### config.mk
export PLATFORM = sky130hd
export DESIGN_NAME = rrag_top
export DESIGN_NICKNAME = d
export VERILOG_FILES = /design/src/rrag_pkg.sv /design/src/rrag_top.sv /design/src/rrag_ctrl.sv /design/src/addr_gen.sv /design/src/pend_regfile.sv
export VERILOG_INCLUDE_DIRS = /design/src /design/src/src
export SDC_FILE = /design/constraint.sdc
export NUM_CORES = 1
export LEC_CHECK = 0
export ABC_AREA = 1
export BUFFER_PORTS_ARGS = -buffer_cell sky130_fd_sc_hd__buf_2
export CORE_MARGIN = 5
export CORE_UTILIZATION = 50
export CTS_CLUSTER_SIZE = 25
export DETAILED_ROUTE_END_ITERATION = 12
export PLACE_DENSITY = 0.74
export SLEW_MARGIN = 20
export SYNTH_ARGS = -nofsm -noshare
export SYNTH_HDL_FRONTEND = slang
export SYNTH_SLANG_ARGS = --single-unit
### constraint.sdc
create_clock -name clk -period 7.1 [get_ports clk]
set_clock_uncertainty 0.05 [all_clocks]
set_input_delay 0.355 -clock clk [delete_from_list [all_inputs] [get_ports clk]]
set_output_delay 0.355 -clock clk [all_outputs]
set_load 0.01 [all_outputs]
### src/rrag_defines.svh
`ifndef RRAG_DEFINES_SVH
`define RRAG_DEFINES_SVH

// ********************
// Register file sizes
// ********************

`define RRAG_NUM_GPR 8
`define RRAG_NUM_SEG 8

// ********************
// Address and limits
// ********************

`define RRAG_ADDR_W 32
`define RRAG_LIM_W 20

// Flat 1 MB segment limit out of reset
`define RRAG_RESET_LIM {`RRAG_LIM_W{1'b1}}

`endif
### src/rrag_pkg.sv
`default_nettype none

`include "rrag_defines.svh"

package rrag_pkg;

    typedef logic [2:0] reg_idx_t;

    typedef enum logic [1:0] {
        OPSIZE_1 = 2'd0,
        OPSIZE_2 = 2'd1,
        OPSIZE_4 = 2'd2,
        OPSIZE_8 = 2'd3
    } opsize_t;

    // ********************
    // Payload types
    // ********************

    typedef struct packed {
        logic [15:0]            sel;  // Selector, base is sel << 16
        logic [`RRAG_LIM_W-1:0] lim;
    } seg_ent_t;

    typedef struct packed {
        reg_idx_t                base_reg;
        logic                    use_base;
        reg_idx_t                index_reg;
        logic                    use_index;
        logic [1:0]              scale;     // Index shift amount
        reg_idx_t                seg_reg;
        logic                    mem_use;
        logic [`RRAG_ADDR_W-1:0] disp;
        opsize_t                 opsize;
        reg_idx_t                dest_reg;
        logic                    dest_ld;   // Marks dest_reg pending on accept
    } uop_t;

    typedef struct packed {
        logic                    gpr_ld;
        reg_idx_t                gpr_addr;
        logic [`RRAG_ADDR_W-1:0] gpr_data;
        logic                    seg_ld;
        reg_idx_t                seg_addr;
        seg_ent_t                seg_data;
    } wb_t;

    typedef struct packed {
        logic [`RRAG_ADDR_W-1:0] mem_addr;
        logic [`RRAG_ADDR_W-1:0] mem_addr_end;  // Last byte of the access
        logic                    lim_fault;
        logic                    mem_use;
        logic [`RRAG_ADDR_W-1:0] base_val;
        logic [`RRAG_ADDR_W-1:0] index_val;
        reg_idx_t                dest_reg;
        logic                    dest_ld;
    } agen_t;

endpackage

`default_nettype wire

### src/rrag_top.sv
`timescale 1ns/1ps
`default_nettype none

`include "rrag_defines.svh"

module rrag_top (
    input  logic            clk,
    input  logic            reset,
    input  logic            in_valid,
    input  logic            hold,
    input  rrag_pkg::uop_t  uop,
    input  rrag_pkg::wb_t   wb,
    output logic            stall,
    output logic            out_valid,
    output rrag_pkg::agen_t out
);

    import rrag_pkg::*;

    localparam seg_ent_t SEG_RST = '{sel: 16'h0000, lim: `RRAG_RESET_LIM};

    logic                    accept;
    logic                    gpr_mark;
    logic [`RRAG_ADDR_W-1:0] base_val;
    logic [`RRAG_ADDR_W-1:0] index_val;
    logic                    base_pend;
    logic                    index_pend;
    logic                    seg_pend;
    seg_ent_t                seg_val;

    assign gpr_mark = accept & uop.dest_ld;

    // ********************
    // Control
    // ********************

    rrag_ctrl u_ctrl (
        .clk        (clk),
        .reset      (reset),
        .in_valid   (in_valid),
        .hold       (hold),
        .uop        (uop),
        .base_pend  (base_pend),
        .index_pend (index_pend),
        .seg_pend   (seg_pend),
        .stall      (stall),
        .accept     (accept),
        .out_valid  (out_valid)
    );

    // ********************
    // Register files
    // ********************

    pend_regfile #(
        .NUM_ENT (`RRAG_NUM_GPR),
        .T       (logic [`RRAG_ADDR_W-1:0])
    ) u_gpr_file (
        .clk       (clk),
        .reset     (reset),
        .rd_addr_a (uop.base_reg),
        .rd_addr_b (uop.index_reg),
        .rd_data_a (base_val),
        .rd_data_b (index_val),
        .rd_pend_a (base_pend),
        .rd_pend_b (index_pend),
        .wr_en     (wb.gpr_ld),
        .wr_addr   (wb.gpr_addr),
        .wr_data   (wb.gpr_data),
        .mark_en   (gpr_mark),
        .mark_addr (uop.dest_reg)
    );

    pend_regfile #(
        .NUM_ENT (`RRAG_NUM_SEG),
        .T       (seg_ent_t),
        .RST_VAL (SEG_RST)
    ) u_seg_file (
        .clk       (clk),
        .reset     (reset),
        .rd_addr_a (uop.seg_reg),
        .rd_addr_b (3'd0),
        .rd_data_a (seg_val),
        .rd_data_b (),
        .rd_pend_a (seg_pend),
        .rd_pend_b (),
        .wr_en     (wb.seg_ld),
        .wr_addr   (wb.seg_addr),
        .wr_data   (wb.seg_data),
        .mark_en   (1'b0),  // Segment loads are not tracked from this stage
        .mark_addr (3'd0)
    );

    // ********************
    // Datapath
    // ********************

    addr_gen u_agen (
        .clk       (clk),
        .reset     (reset),
        .load      (accept),
        .uop       (uop),
        .base_val  (base_val),
        .index_val (index_val),
        .seg       (seg_val),
        .out       (out)
    );

endmodule

`default_nettype wire

### src/rrag_ctrl.sv
`timescale 1ns/1ps
`default_nettype none

// Decides when a micro-op may leave the stage. A source that is still
// waiting on a writeback, or a held downstream stage, keeps it here.
module rrag_ctrl (
    input  logic           clk,
    input  logic           reset,
    input  logic           in_valid,
    input  logic           hold,
    input  rrag_pkg::uop_t uop,
    input  logic           base_pend,
    input  logic           index_pend,
    input  logic           seg_pend,
    output logic           stall,
    output logic           accept,
    output logic           out_valid
);

    import rrag_pkg::*;

    logic base_wait;
    logic index_wait;
    logic seg_wait;
    logic src_wait;

    // ********************
    // Source hazards
    // ********************

    assign base_wait  = uop.use_base & base_pend;
    assign index_wait = uop.use_index & index_pend;
    assign seg_wait   = uop.mem_use & seg_pend;  // Segment only matters for memory
    assign src_wait   = base_wait | index_wait | seg_wait;

    // ********************
    // Stall and accept
    // ********************

    assign stall  = in_valid & (src_wait | hold);
    assign accept = in_valid & ~stall;

    always_ff @(posedge clk) begin
        if (reset) begin
            out_valid <= 1'b0;
        end else if (accept) begin
            out_valid <= 1'b1;
        end else if (!hold) begin
            out_valid <= 1'b0;  // Bubble once downstream has taken it
        end
    end

endmodule

`default_nettype wire

### src/addr_gen.sv
`timescale 1ns/1ps
`default_nettype none

`include "rrag_defines.svh"

module addr_gen (
    input  logic                    clk,
    input  logic                    reset,
    input  logic                    load,
    input  rrag_pkg::uop_t          uop,
    input  logic [`RRAG_ADDR_W-1:0] base_val,
    input  logic [`RRAG_ADDR_W-1:0] index_val,
    input  rrag_pkg::seg_ent_t      seg,
    output rrag_pkg::agen_t         out
);

    import rrag_pkg::*;

    logic [`RRAG_ADDR_W-1:0] base_term;
    logic [`RRAG_ADDR_W-1:0] index_term;
    logic [`RRAG_ADDR_W-1:0] offset;
    logic [`RRAG_ADDR_W-1:0] offset_end;
    logic [`RRAG_ADDR_W-1:0] seg_base;
    logic [`RRAG_ADDR_W-1:0] size_m1;
    logic [`RRAG_ADDR_W-1:0] lim_ext;
    agen_t                   nxt;

    // ********************
    // Offset and address
    // ********************

    assign base_term  = uop.use_base ? base_val : '0;
    assign index_term = uop.use_index ? (index_val << uop.scale) : '0;
    assign offset     = base_term + index_term + uop.disp;
    assign seg_base   = {seg.sel, 16'h0000};

    always_comb begin
        case (uop.opsize)
            OPSIZE_1: size_m1 = 32'd0;
            OPSIZE_2: size_m1 = 32'd1;
            OPSIZE_4: size_m1 = 32'd3;
            default:  size_m1 = 32'd7;  // 8 bytes
        endcase
    end

    assign offset_end = offset + size_m1;
    assign lim_ext    = {{(`RRAG_ADDR_W - `RRAG_LIM_W){1'b0}}, seg.lim};

    always_comb begin
        nxt              = '0;
        nxt.mem_addr     = offset + seg_base;
        nxt.mem_addr_end = offset + seg_base + size_m1;
        nxt.lim_fault    = uop.mem_use && (offset_end > lim_ext);
        nxt.mem_use      = uop.mem_use;
        nxt.base_val     = base_val;
        nxt.index_val    = index_val;
        nxt.dest_reg     = uop.dest_reg;
        nxt.dest_ld      = uop.dest_ld;
    end

    always_ff @(posedge clk) begin
        if (reset) begin
            out <= '0;
        end else if (load) begin
            out <= nxt;  // Holds otherwise
        end
    end

endmodule

`default_nettype wire

### src/pend_regfile.sv
`timescale 1ns/1ps
`default_nettype none

// Register file with one pending bit per entry. A set bit means a writeback
// for that entry is still outstanding.
module pend_regfile #(
    parameter int  NUM_ENT = 8,
    parameter type T       = logic [31:0],
    parameter T    RST_VAL = '0
) (
    input  logic              clk,
    input  logic              reset,
    input  rrag_pkg::reg_idx_t rd_addr_a,
    input  rrag_pkg::reg_idx_t rd_addr_b,
    output T                  rd_data_a,
    output T                  rd_data_b,
    output logic              rd_pend_a,
    output logic              rd_pend_b,
    input  logic              wr_en,
    input  rrag_pkg::reg_idx_t wr_addr,
    input  T                  wr_data,
    input  logic              mark_en,
    input  rrag_pkg::reg_idx_t mark_addr
);

    import rrag_pkg::*;

    T                   mem [NUM_ENT];
    logic [NUM_ENT-1:0] pend;

    // ********************
    // Storage
    // ********************

    always_ff @(posedge clk) begin
        if (reset) begin
            for (int i = 0; i < NUM_ENT; i++) begin
                mem[i] <= RST_VAL;
            end
        end else if (wr_en) begin
            mem[wr_addr] <= wr_data;
        end
    end

    // ********************
    // Pending bits
    // ********************

    always_ff @(posedge clk) begin
        if (reset) begin
            pend <= '0;
        end else begin
            if (wr_en) begin
                pend[wr_addr] <= 1'b0;  // Writeback retires the wait
            end
            if (mark_en) begin
                pend[mark_addr] <= 1'b1;  // Later assignment, mark wins
            end
        end
    end

    // Combinational reads, a same-cycle writeback is seen next cycle
    assign rd_data_a = mem[rd_addr_a];
    assign rd_data_b = mem[rd_addr_b];
    assign rd_pend_a = pend[rd_addr_a];
    assign rd_pend_b = pend[rd_addr_b];

endmodule

`default_nettype wire

==> impl_results.md <==
* Global-route wire length before repair at 197 mm
* Routed len/inst at 22.9 µm
* Layout cell share with drive strength beyond 1 at about 13%
* Drt drc at 0
* Hold path depth at 3
* Largest cells by area after synthesis: edfxtp_1, nor2_1, o21ai_0
* Clk pin slew, worst setup/hold paths at around 0.060 ns
* Clock Latency Late Sink at 0.64 ns
* Hold slack at 0.0282 ns
* Worst setup SP type: input pin
* Top FF cell, synth: edfxtp_1
* Syn Nets at 4779
* Tmin final at 6.42 ns
* Grt total ovfl at 0
* # IOs at 268
* Resized cells post-CTS at 0
* Max frequency at 156 MHz
* Fill count at 6600
* Max Cap Violations at 0
* Final instance area at 43000 µm²
* DIE AREA at 81000 µm²
* Met3 Use GR at 7.32%
* Pins Over Slew Limit at 0
* Die span in x at 285 µm
* Tot GR Track Use at approximately a third
* Most frequent cell after synthesis: nor2_1
* WL final at 133 mm
* Synth area leader: edfxtp_1
* Max Root-Sink Buffers at 3
* Post-Synthesis Cells at 4545
* # clock sinks at ~700
* CTS tree: done
* Final setup viols at 0
* Distinct cells, synth at 57
* Met1 usage at 41.4%
* Worst hold path endpoint: u_seg_file.mem[1][14]$_SDFFCE_PN1P_
* Hold Buf Count CTS at 4
* Syn_area_per_cell at 8.30 µm²
* Tightest Pin Transition at 1.17 ns
* Starting DRT DRC Count at 4676
* Power Dens Cells at between 200 and 300 nW/µm²
* Root buffer cell: clkbuf_16
* Top cell by count, worst path: nand2_1
* Core Region at 74600 µm²
* Met2 Track Usage GR at 49.0%
* Post-synth EDFFs at 544
* Final hold viol count at 0
* CP max FO at 51
* Slowest CP cell: fa_1
* Port bufs at ~270
* Share of the synthesized area in the top cell type at 43.3%
* Leak at around 18 nW
* Run status: complete, no violations
* Syn. warnings at 0
* Worst reg2reg path depth at 37
* Critical Path RT at 7.59 ns
* Area Overhead vs Synth at 14.0%
* Data arrival, critical path at 6.92 ns
* Vias in the first global route at 32700
* DPL Wire Length at between 80 and 90 mm
* Crit. End Element: register
* Reg-to-Reg Start: u_gpr_file.mem[1][0]$_SDFFCE_PN0P_
* Vias at 34700
* #FFs+latches synth at between 600 and 700
* H-tree Lvls at 3
* Initial antenna violation count at 9
* GRT busiest layer: met2
* Sequential-to-total area share from yosys stat at between 50% and 60%
* Final GP Congestion at 0.995
* Worst Path Class, Setup: in -> reg
* Commonest cells post-synth: nor2_1, nand2_1, o21ai_0
* Crit share post-route at 90.5%
* Vias per inst at 5.96
* Placed cell area at about 40000 µm²
* Mapped cell area at between 30000 and 40000 µm²
* Row count at 100
* Max VDD drop at 0.204 mV
* RSZ-0062 raised after global routing: no
* Min-Delay Path Class: in -> reg
* Starting Density at 50.6%
* Async set-reset flop share out of synthesis at 0%
* Slew margin rel. at 21.7%
* R2R setup slack at 0.95 ns
* ANT nets after route at 0
* Drt pass-1 iters at 6
* Setup TNS at 0 ns
* Worst reg2reg endpoint: u_agen.out[69]$_SDFFE_PP0P_
* CP peak stage delay at 0.47 ns
* Nets at 5009
* Die Y-Extent at ~280 µm
* # Post-CTS Setup Buffers at 0
* Min-Delay Startpoint: wb[14]
* Largest net degree at the start of global routing at 90
* TritonCTS Buffers at 75
[layout make-up]
type / count / area (µm²) / share of cell area (%)
Antenna cell: 6 / 15.0 / 0.0349
Tap cell: 969 / 1210 / 2.82
Inverter: 423 / 1600 / 3.71
Multi-Input combinational cell: 3163 / 15800 / 36.7
Clock inverter: 21 / 206 / 0.480
Sequential cell: 695 / 19400 / 45.0
Clock buffer: 117 / 2240 / 5.21
Timing Repair Buffer: 417 / 2600 / 6.05
[layout by cell type, fill, tap and decap left out, drive strengths merged, types with 4 or more instances in the layout]
cell / count
nand3: 144
o21bai: 4
dfxtp: 151
a21oi: 282
nor2: 897
o22ai: 64
clkbuf: 117
nand2: 769
o211ai: 58
o221ai: 19
diode: 6
nor3: 26
fa: 34
o21ai: 613
dlygate4sd3: 4
a211oi: 8
inv: 418
nand3b: 8
nand4: 48
clkinv: 24
a31oi: 50
or2: 6
xnor2: 7
buf: 413
xor2: 25
edfxtp: 544
ha: 68
o31ai: 6
a311oi: 8
[state kept, by name, summed over array words and instances, names as in the netlist]
register          cells
u_seg_file.mem      288
u_gpr_file.mem      256
u_agen.out          134
u_gpr_file.pend       8
u_seg_file.pend       8
u_ctrl.out_valid      1
[layer usage]
layer / wire length, µm / share of wire [%] / vias to the layer above
met1: 49800 / 37 / 16200
li1: - / - / 15900
met2: 59600 / 45 / 2160
met5: 35 / 0.026 / -
met4: 7910 / 5.9 / 4
met3: 15600 / 12 / 403
[cells by family (layout without fill, tap and decap cells)]
family | after synthesis | count (layout) | synth area share [%]
xor+xnor | 32 | 32 | 0.743
flops | 695 | 695 | 51.3
compound gates | 1127 | 1127 | 16.3
fa+ha+maj | 102 | 102 | 4.06
other cells | 0 | 6 | 0
buf+inv | 687 | 978 | 6.97
simple gates | 1902 | 1902 | 20.6
[power breakdown]
part	switching (mW)	internal [mW]	leakage, nW	total [mW]
clock	1.67	2.23	1.20	3.89
combinational	2.50	1.23	10.2	3.73
sequential	0.122	4.65	6.51	4.78
total	4.28	8.11	17.9	12.4
[through the flow]
stage / utilization, % / power, mW / setup slack, ns / cells
finish: 57.7 / 12.4 / 0.678 / 5811
global route: 57.6 / 12.9 / 0.311 / 5805
CTS: 57.6 / 12.3 / 0.870 / 5805
detailed placement: 54.3 / 8.47 / 0.225 / 5663
global placement: 54.3 / 8.43 / 0.355 / 5663
floorplan: - / 7.03 / 0.784 / 4545
[worst max path at each step]
| stage | from | end | slack, ns |
|---|---|---|---|
| 3_5_place_dp | uop[46] | u_agen.out[101]$_SDFFE_PP0P_ | 0.22 |
| 3_3_place_gp | uop[46] | u_agen.out[101]$_SDFFE_PP0P_ | 0.36 |
| 2_1_floorplan | uop[45] | u_agen.out[69]$_SDFFE_PP0P_ | 0.78 |
| 4_1_cts | uop[46] | u_agen.out[101]$_SDFFE_PP0P_ | 0.87 |
| 6_report | uop[46] | u_agen.out[101]$_SDFFE_PP0P_ | 0.68 |
| 5_1_grt | uop[46] | u_agen.out[101]$_SDFFE_PP0P_ | 0.31 |
[critical path, delay by kind of cell]
kind	cells	cell delay (ns)
and+or+nand+nor	18	2.48
xor gates and xnor gates	1	0.23
AOI/OAI and AO/OA	8	1.23
adders and majority gates	3	1.26
buffers and inverters	5	1.32
No activity file was read; power rests on OpenSTA's default activity.
